[src/include/fetch_settings.svh]
`ifndef FETCH_SETTINGS_SVH
`define FETCH_SETTINGS_SVH

// fetch id ring, 16 ids in flight at most
`define FETCH_ID_W 4

// direct-mapped btb, power of two
`define BTB_ENTRIES 16

// longest wfi pause in cycles
`define WFI_DELAY 16

`endif

[src/fetchPkg.sv]
`include "fetch_settings.svh"

package fetchPkg;

    // byte address, bits 1:0 stay zero
    typedef logic [31:0] pc_t;

    typedef logic [`FETCH_ID_W-1:0] fetchId_t;

    // btb index sits right above the two zero bits of the pc
    typedef logic [$clog2(`BTB_ENTRIES)-1:0] btbIdx_t;

    // everything above the index
    typedef logic [29-$clog2(`BTB_ENTRIES):0] btbTag_t;

    typedef enum logic [1:0] {
        RUN,
        WAIT_INT,  // paused by wfi
        INT_SENT   // irq packet out, wait for redirect
    } fetchState_t;

endpackage

[src/branchPredictor.sv]
`timescale 1ns/1ps
`include "fetch_settings.svh"

module branchPredictor (
    input  logic          clk,
    input  logic          rst,
    input  logic          fetchEn,
    input  logic          redirValid,
    input  fetchPkg::pc_t redirTarget,
    input  logic          btUpdValid,
    input  fetchPkg::pc_t btUpdSrc,
    input  fetchPkg::pc_t btUpdDst,
    output fetchPkg::pc_t pc,
    output logic          predTaken,
    output fetchPkg::pc_t predTarget
);

    localparam int IDX_W = $bits(fetchPkg::btbIdx_t);
    localparam int TAG_W = $bits(fetchPkg::btbTag_t);

    logic [`BTB_ENTRIES-1:0] btbValid;
    fetchPkg::btbTag_t       btbTag [`BTB_ENTRIES];
    fetchPkg::pc_t           btbTarget [`BTB_ENTRIES];

    fetchPkg::btbIdx_t lookIdx;
    fetchPkg::btbTag_t lookTag;
    fetchPkg::btbIdx_t updIdx;
    fetchPkg::btbTag_t updTag;
    fetchPkg::pc_t     nextPc;

    assign lookIdx = pc[2 +: IDX_W];
    assign lookTag = pc[31 -: TAG_W];
    assign updIdx  = btUpdSrc[2 +: IDX_W];
    assign updTag  = btUpdSrc[31 -: TAG_W];

    // combinational lookup of the current fetch pc
    assign predTaken  = btbValid[lookIdx] && (btbTag[lookIdx] == lookTag);
    assign predTarget = btbTarget[lookIdx];

    always_comb begin
        nextPc = pc;  // hold while not fetching
        if (redirValid)
            nextPc = redirTarget;
        else if (fetchEn)
            nextPc = predTaken ? predTarget : pc + 32'd4;
    end

    always_ff @(posedge clk) begin
        if (rst)
            pc <= '0;
        else
            pc <= nextPc;
    end

    always_ff @(posedge clk) begin
        if (rst)
            btbValid <= '0;
        else if (btUpdValid)
            btbValid[updIdx] <= 1'b1;
    end

    // same-cycle lookup still reads the old entry
    always_ff @(posedge clk) begin
        if (btUpdValid) begin
            btbTag[updIdx]    <= updTag;
            btbTarget[updIdx] <= btUpdDst;
        end
    end

endmodule

[src/fetchTable.sv]
`timescale 1ns/1ps

module fetchTable (
    input  logic               clk,
    input  logic               rst,
    input  logic               fetchEn,
    input  logic               fetchIrq,
    input  fetchPkg::pc_t      pc,
    input  logic               predTaken,
    input  fetchPkg::pc_t      predTarget,
    input  logic               redirValid,
    input  fetchPkg::fetchId_t redirFetchId,
    input  fetchPkg::fetchId_t comFetchId,
    input  logic               ready,
    output logic               stall,
    output logic               pcfWe,
    output fetchPkg::fetchId_t pcfAddr,
    output fetchPkg::pc_t      pcfData,
    output logic               outValid,
    output fetchPkg::pc_t      outPc,
    output fetchPkg::fetchId_t outFetchId,
    output logic               outPredTaken,
    output fetchPkg::pc_t      outPredTarget,
    output logic               outIrq
);

    fetchPkg::fetchId_t nextId;
    logic               doFetch;
    logic               windowFull;
    logic               bufBlocked;

    assign doFetch = fetchEn && !redirValid;  // redirect wins

    // keep one id free so the ring never wraps onto the commit pointer
    assign windowFull = (fetchPkg::fetchId_t'(nextId + 1'b1) == comFetchId);
    assign bufBlocked = outValid && !ready;
    assign stall      = bufBlocked || windowFull;

    assign pcfWe   = doFetch;
    assign pcfAddr = nextId;
    assign pcfData = pc;

    always_ff @(posedge clk) begin
        if (rst)
            nextId <= '0;
        else if (redirValid)
            nextId <= redirFetchId + 1'b1;
        else if (doFetch)
            nextId <= nextId + 1'b1;
    end

    // one-entry output buffer
    always_ff @(posedge clk) begin
        if (rst)
            outValid <= 1'b0;
        else if (redirValid)
            outValid <= 1'b0;
        else if (doFetch)
            outValid <= 1'b1;
        else if (ready)
            outValid <= 1'b0;  // packet taken by decode
    end

    always_ff @(posedge clk) begin
        if (doFetch) begin
            outPc         <= pc;
            outFetchId    <= nextId;
            outPredTaken  <= predTaken;
            outPredTarget <= predTarget;
            outIrq        <= fetchIrq;
        end
    end

endmodule

[src/fetchUnit.sv]
`timescale 1ns/1ps
`include "fetch_settings.svh"

module fetchUnit (
    input  logic               clk,
    input  logic               rst,
    input  logic               en,
    input  logic               interruptPending,
    input  logic               redirValid,
    input  fetchPkg::fetchId_t redirFetchId,
    input  fetchPkg::pc_t      redirTarget,
    input  logic               redirWfi,
    input  logic               btUpdValid,
    input  fetchPkg::pc_t      btUpdSrc,
    input  fetchPkg::pc_t      btUpdDst,
    input  fetchPkg::fetchId_t comFetchId,
    input  logic               ready,
    input  fetchPkg::fetchId_t pcReadAddr0,
    input  fetchPkg::fetchId_t pcReadAddr1,
    output logic               outValid,
    output fetchPkg::pc_t      outPc,
    output fetchPkg::fetchId_t outFetchId,
    output logic               outPredTaken,
    output fetchPkg::pc_t      outPredTarget,
    output logic               outIrq,
    output fetchPkg::pc_t      pcReadData0,
    output fetchPkg::pc_t      pcReadData1
);

    localparam int CNT_W = $clog2(`WFI_DELAY);

    fetchPkg::fetchState_t state;
    logic [CNT_W-1:0]      wfiCount;

    logic               fetchEn;
    logic               fetchIrq;
    logic               stall;
    fetchPkg::pc_t      pc;
    logic               predTaken;
    fetchPkg::pc_t      predTarget;
    logic               pcfWe;
    fetchPkg::fetchId_t pcfAddr;
    fetchPkg::pc_t      pcfData;

    assign fetchEn  = en && (state == fetchPkg::RUN) && !stall;
    assign fetchIrq = interruptPending;  // this fetch becomes the fake irq packet

    always_ff @(posedge clk) begin
        if (rst) begin
            state    <= fetchPkg::RUN;
            wfiCount <= '0;
        end else if (redirValid) begin
            // a redirect also clears a pending irq stop
            if (redirWfi) begin
                state    <= fetchPkg::WAIT_INT;
                wfiCount <= CNT_W'(`WFI_DELAY - 1);
            end else begin
                state <= fetchPkg::RUN;
            end
        end else begin
            case (state)
                fetchPkg::WAIT_INT: begin
                    if (interruptPending || wfiCount == '0)
                        state <= fetchPkg::RUN;
                    else
                        wfiCount <= wfiCount - 1'b1;
                end
                fetchPkg::RUN: begin
                    if (fetchEn && interruptPending)
                        state <= fetchPkg::INT_SENT;
                end
                default: ;  // INT_SENT holds until redirect
            endcase
        end
    end

    branchPredictor branchPred (
        .clk        (clk),
        .rst        (rst),
        .fetchEn    (fetchEn),
        .redirValid (redirValid),
        .redirTarget(redirTarget),
        .btUpdValid (btUpdValid),
        .btUpdSrc   (btUpdSrc),
        .btUpdDst   (btUpdDst),
        .pc         (pc),
        .predTaken  (predTaken),
        .predTarget (predTarget)
    );

    fetchTable fetchTab (
        .clk          (clk),
        .rst          (rst),
        .fetchEn      (fetchEn),
        .fetchIrq     (fetchIrq),
        .pc           (pc),
        .predTaken    (predTaken),
        .predTarget   (predTarget),
        .redirValid   (redirValid),
        .redirFetchId (redirFetchId),
        .comFetchId   (comFetchId),
        .ready        (ready),
        .stall        (stall),
        .pcfWe        (pcfWe),
        .pcfAddr      (pcfAddr),
        .pcfData      (pcfData),
        .outValid     (outValid),
        .outPc        (outPc),
        .outFetchId   (outFetchId),
        .outPredTaken (outPredTaken),
        .outPredTarget(outPredTarget),
        .outIrq       (outIrq)
    );

    pcFile pcRegs (
        .clk   (clk),
        .we    (pcfWe),
        .waddr (pcfAddr),
        .wdata (pcfData),
        .raddr0(pcReadAddr0),
        .raddr1(pcReadAddr1),
        .rdata0(pcReadData0),
        .rdata1(pcReadData1)
    );

endmodule

[src/pcFile.sv]
`timescale 1ns/1ps
`include "fetch_settings.svh"

module pcFile (
    input  logic               clk,
    input  logic               we,
    input  fetchPkg::fetchId_t waddr,
    input  fetchPkg::pc_t      wdata,
    input  fetchPkg::fetchId_t raddr0,
    input  fetchPkg::fetchId_t raddr1,
    output fetchPkg::pc_t      rdata0,
    output fetchPkg::pc_t      rdata1
);

    // one pc per fetch id
    fetchPkg::pc_t mem [2**`FETCH_ID_W];

    always_ff @(posedge clk) begin
        if (we)
            mem[waddr] <= wdata;
    end

    assign rdata0 = mem[raddr0];  // async reads
    assign rdata1 = mem[raddr1];

endmodule
[config.mk]
export PLATFORM = sky130hd
export DESIGN_NAME = fetchUnit
export DESIGN_NICKNAME = d
export VERILOG_FILES = /design/src/fetchPkg.sv /design/src/branchPredictor.sv /design/src/fetchTable.sv /design/src/fetchUnit.sv /design/src/pcFile.sv
export VERILOG_INCLUDE_DIRS = /design/src /design/src/include
export SDC_FILE = /design/constraint.sdc
export NUM_CORES = 1
export LEC_CHECK = 0
export CAP_MARGIN = 0
export CELL_PAD_IN_SITES_DETAIL_PLACEMENT = 2
export CELL_PAD_IN_SITES_GLOBAL_PLACEMENT = 2
export CORE_UTILIZATION = 51
export CTS_CLUSTER_DIAMETER = 50
export CTS_CLUSTER_SIZE = 10
export DETAILED_ROUTE_END_ITERATION = 8
export DONT_BUFFER_PORTS = 1
export GPL_ROUTABILITY_DRIVEN = 0
export PLACE_DENSITY = 0.9
export SLEW_MARGIN = 30
export SYNTH_ARGS = -nofsm -noshare
export SYNTH_HDL_FRONTEND = slang
export SYNTH_SLANG_ARGS = --single-unit
[constraint.sdc]
create_clock -name clk -period 7.3 [get_ports clk]
set_input_delay 1.095 -clock clk [delete_from_list [all_inputs] [get_ports clk]]
set_output_delay 1.095 -clock clk [all_outputs]
set_load 0.02 [all_outputs]
### Word level (Yosys, flattened, before mapping)

Memories as Yosys holds them, arrays and structs flattened. A register that Yosys moved wholly into a read port is not among the register bits.
Cells that the tools add are included.

* muxes and demuxes: 28
* equality and inequality tests: 7
* bitwise gates (word level): 1
* $add $sub $neg: 4
* magnitude comparators: 3
* reductions and logical operators: 22

Operators with widths (count)
* $mux W32: 3
* $mux W4: 10
* $add A32 B3 Y32 const B: 1
* $eq A26 B26 Y1: 1
* $or A16 B16 Y16: 1
* $lt A4 B5 Y1 const B: 2
* $mux W1: 9
* $add A4 B1 Y4 const B: 2
* $reduce_bool A2 Y1: 4
* $logic_and A1 B1 Y1: 7
* $mux W2: 3
* $reduce_and A3 Y1: 2
* $bmux W1 S4: 1
* $demux W1 S4: 1
* $eq A4 B4 Y1: 1
* $ge A4 B1 Y1 const B: 1
* $logic_not A4 Y1: 1
* $pmux W2 S2: 1
* $sub A4 B1 Y4 const B: 1
* $logic_not A1 Y1: 3
* $ne A3 B2 Y1 const B: 1
* $ne A3 B3 Y1 const B: 1
* $reduce_bool A3 Y1: 1
* $eq A2 B1 Y1 const B: 1
* 5 further kinds: 6

* word-level logic and storage cells: 79
* bits in registers: 129
* memories: 3
* RAM bits: 1440
* bits of input ports: 120

Memories
* branchPred.btbTarget: depth 16, bits a word 32, rd ports 1, clocked after Yosys merged registers in 1, write ports 1, RTL line branchPredictor.sv:23 `` fetchPkg::pc_t btbTarget [`BTB_ENTRIES]; ``
* pcRegs.mem: depth 16, bits a word 32, rd ports 2, clocked after Yosys merged registers in 0, write ports 1, RTL line pcFile.sv:16 `` fetchPkg::pc_t mem [2**`FETCH_ID_W]; ``
* branchPred.btbTag: depth 16, bits a word 26, rd ports 1, clocked after Yosys merged registers in 1, write ports 1, RTL line branchPredictor.sv:22 `` fetchPkg::btbTag_t btbTag [`BTB_ENTRIES]; ``

### Logic depth before layout (Yosys ltp)

* depth in word-level cells: 9
* depth in mapped cells: 15
* mapped depth without buffers: 11

### Hierarchy

From an unflattened synthesis, not the netlist that was laid out.

* cell total of the unflattened synthesis: 3173
* area total of the unflattened synthesis: 64747.1 sq um

By module, submodules not included
* branchPredictor: area each 38807.2 sq um, cells an instance 1922, instances 1, seq. area each 28907.7 sq um
* pcFile: area each 22907.0 sq um, cells an instance 1077, instances 1, seq. area each 15374.7 sq um
* fetchTable: area each 2697.6 sq um, cells an instance 140, instances 1, seq. area each 2202.1 sq um
* fetchUnit: area each 335.3 sq um, cells an instance 34, instances 1, seq. area each 120.1 sq um

### Worst setup path before layout

OpenSTA, ideal clock, no wires.

* kind: input to register
* start: in btUpdSrc[3]
* end: mem branchPred.btbTag[0][0] in the netlist's numbering (enable)
* setup slack: 1.145 ns
* stages on the path: 2
* arrival time: 5.606 ns
* required time: 6.752 ns
* cells stage by stage: or3b_2 -> nor3_1

RTL lines
* from (decl): RTL line fetchUnit.sv:14 `input fetchPkg::pc_t btUpdSrc,`
* to (decl): RTL line branchPredictor.sv:22

Straight into the memory's write port.

==> summary.txt <==
Result of the run = complete, no violations
Met3 wire len = 27,300 um
Register bit count reported by yosys = 1,573
Area contributors post-synth = edfxtp_1 (70%), mux4_2 (20%), dfxtp_1 (2.0%)
Cell taking the most area after synthesis = edfxtp_1
Worst reg2reg path depth = 11
Startpoint Class = flop
Worst-margin pin slew = 1.07 ns
Number of iterations in the first detailed-routing pass = 6
Leakage Power = 22.2 nW
Register area share after synthesis = 72.4%
Cell with the most instances after synthesis = edfxtp_1
Starting Density = 51.4%
Power per unit of standard cell area = 288 mW/mm^2
Final-layout setup total negative slack = 0 ns
Via count of the first global-routing pass = 38,259
Maximum fanout encountered on the critical timing path = 30
Capturing point of the worst reg2reg path = branchPred.pc[31]
Clock edge transition at the registers on the reported setup and hold paths = 0.07 ns
Share of the core filled with cells = 57.3%
Clock Tree Buf Depth = 3
Initial antenna violation count = 21
Antenna-violating nets left = 0
Layout fillers = 9,774
Area fraction in and, or, nand and nor cells after synthesis = 1.93%
Max-Slew Margin vs Limit = 28.9%
Count of unique library cells instantiated by Yosys = 65
Tcrit/Tclk final = 76.6%
Wire length of the first global-routing pass = 328,000 um
1st-iter DRT viols = 6,025
Mean routed wirelength per cell = 51.4 um
GRT Util Overall = 38.3%
Most used flip-flop cell after synthesis = edfxtp_1
DIE AREA = 0.128 mm^2
Vias after detailed routing = 35,953
Mux contribution to synthesized area = 21.5%
# Max-Cap Violations = 0
Worst-case vdd ir drop = 289 uV
Ratio of cells with drive above 1 in the final layout = 29.6%
Worst setup path end = branchPred.pc[31]
DR WL met2 = 123,000 um
Floorplan die width = 357 um
Number of hold-slack violations in the final timing report = 0
Num rows = 130
CTS root buf = clkbuf_16
# IOs = 255
Number of nets in the layout = 3,138
Post-Synth Adder-Cell Area = 0.136%
Multi-input combinational cell area = 0.0170 mm^2
Upper clock frequency limit = 0.179 GHz
Setup repair after global routing missed its margin = false
Vert. Die Dim = 357 um
Register cell area after layout = 0.0466 mm^2
Later-pin clock latency in the skew report = 0.84 ns
Final wirelength = 246,000 um
Max stage delay cell, worst path = mux2i_1
EDFF count, synth = 1,510
Detailed placer's ending HPWL = 137,000 um
Synthesized netlist cell count = 2,928
Most numerous cell types in the synthesized netlist = edfxtp_1 (1,510), mux4_2 (565), mux2i_1 (114)
Class of the tightest hold or removal check = in -> reg
Data arrival time at the worst-slack endpoint = 6.24 ns
Remaining global-route overflow = 0
Most repeated library cell on the critical path = mux2i_1
CP required = 7.95 ns
Port buffer count = 0
Total of cells resized after clock tree synthesis = 0
Top layer reached by signal wires = met5
Metal1 wirelength = 79,400 um
Worst Setup Path Type = reg -> reg
Number of max-slew violations in the final report = 0
Worst hold path cell count = 0
Syn_nets = 3,055
Number of warnings issued by yosys = 0
Longest individual stage delay on the worst path = 0.72 ns
Clock buffers created by TritonCTS = 182
Largest family of logic cells by synthesized area = multiplexers
Clock sink count = 1,573
Setup bufs post-CTS = 0
Endpoint class of the critical path = flop
Sequence of cells on the critical path = buf_12 > buf_4 > mux4_2 > mux2i_1 > xnor2_1 > mux2i_1 > o2111ai_1 > nor4_2 > nand3_4 > mux2i_1 > a21oi_1
Share of flip-flops with an asynchronous set or reset = 0%
Std-Cell Core Area = 0.125 mm^2
DRC viols = 0
Largest net degree at the start of global routing = 129
CTS tree = done
Combined area of all synthesized cells = 0.0644 mm^2
Worst-case clock skew = 0.0408 ns
Fraction of post-synthesis cell area in the top cell type by area = 70.4%
Endpoints failing setup = 0
Signed area change from the synthesized netlist to the final layout = 11.5%
# H-tree levels = 4
Avg Cell Area, Syn = 22.0 um^2
Compound-Gate Fraction of Synth Area = 1.55%
Clock period minus final worst setup slack = 5.59 ns
Hold-fix buffers at CTS = 0
Detailed-route vias per instance = 7.53
Xor/xnor cell area share of the yosys netlist = 0.993%
Setup slack, reg-to-reg = 1.71 ns
-- layout make-up --
| type | instances | area share, % |
|---|---|---|
| Timing Repair Buffer | 84 | 1.04 |
| Clock buffer | 250 | 6.77 |
| Inverter | 32 | 0.171 |
| Multi-Input combinational cell | 1138 | 23.7 |
| Tap cell | 1650 | 2.87 |
| Sequential cell | 1573 | 64.9 |
| Clock inverter | 33 | 0.502 |
| Antenna cell | 12 | 0.0418 |
-- layer usage --
metal	GRT usage (%)	vias to the layer above
met3	9.88	820
li1	-	12651
met5	0	-
met2	64.7	3130
met4	22.0	12
met1	44.6	19340
-- cells in the final DEF, fill, tap and decap left out, types with 6 or more instances in the layout --
master	netlist	final
ha_1	7	7
o211ai_1	6	6
xnor2_1	56	56
nor2_4	0	12
a22o_1	12	12
mux4_2	565	565
o31ai_1	18	18
inv_6	0	6
buf_4	6	75
inv_1	28	28
a211oi_1	7	7
clkbuf_16	0	183
clkbuf_1	99	64
a22oi_1	6	6
dfxtp_2	0	11
o21ai_0	8	8
diode_2	0	12
nor2_1	78	66
edfxtp_1	1510	1510
nand2_1	30	30
and2_2	0	12
a21oi_1	47	47
nor3_1	19	15
a221oi_1	9	9
and3_1	14	10
mux2i_1	114	114
nand4_1	15	15
xor2_1	17	17
dfxtp_1	63	48
nand3_1	21	21
clkinv_1	3	13
-- report_power, final --
| group | total (W) | leakage (nW) | switching (W) | internal (W) |
|---|---|---|---|---|
| clock | 0.00871 | 2.52 | 0.00401 | 0.00470 |
| sequential | 0.0104 | 14.2 | 0.000272 | 0.0101 |
| combinational | 0.00156 | 5.51 | 0.000922 | 0.000635 |
-- logic make-up (layout without fill, tap and decap cells) --
logic type	count (synthesis)	after routing
flops	1573	1573
mux	680	680
simple gates	235	235
buf+inv	217	399
compound gates	143	143
xor+xnor	73	73
fa+ha+maj	7	7
other cells	0	12
-- stage by stage --
step           hold WS, ns  instances  setup slack (ns)  instance area (um^2)  total power [W]
5_1_grt              0.339       4761              1.77                 71800           0.0209
3_3_place_gp         0.445       4472              2.33                 66400           0.0118
4_1_cts              0.314       4756              1.66                 71700           0.0206
2_1_floorplan        0.406       2928              1.15                 64400           0.0115
3_5_place_dp         0.482       4473              1.95                 66400           0.0120
6_report             0.346       4772              1.71                 71800           0.0207
-- worst min-delay path by stage --
stage / start / endpoint / slack (ns)
final: btUpdDst[20] / branchPred.btbTarget[3][20] / 0.35
after global routing: btUpdDst[20] / branchPred.btbTarget[3][20] / 0.34
after CTS: btUpdDst[18] / branchPred.btbTarget[0][18] / 0.31
after detailed placement: branchPred.btbValid[7] / branchPred.btbValid[7] / 0.48
after global placement: branchPred.btbValid[8] / branchPred.btbValid[8] / 0.45
after floorplan: fetchTab.pcfAddr[2] / fetchTab.outFetchId[2] / 0.41
-- worst max-delay path, delay by kind of cell, from the launching register on --
kind            cells  cell delay (ns)
mux                 4             2.12
compound gates      2             0.51
buf+inv             2             0.80
simple gates        2             1.13
xor+xnor            1             0.09
flops               1             0.66
-- flip-flops by register name (all words and copies together), names as in the netlist, 4 cells and up, named ones only --
signal                  cells
branchPred.pc              32
branchPred.btbTag         416
fetchTab.outFetchId         4
fetchTab.outPredTarget     32
fetchTab.outPc             32
branchPred.btbTarget      512
branchPred.btbValid        16
wfiCount                    4
pcRegs.mem                512
fetchTab.pcfAddr            4
Note: power is estimated with default switching activity, not from simulation.
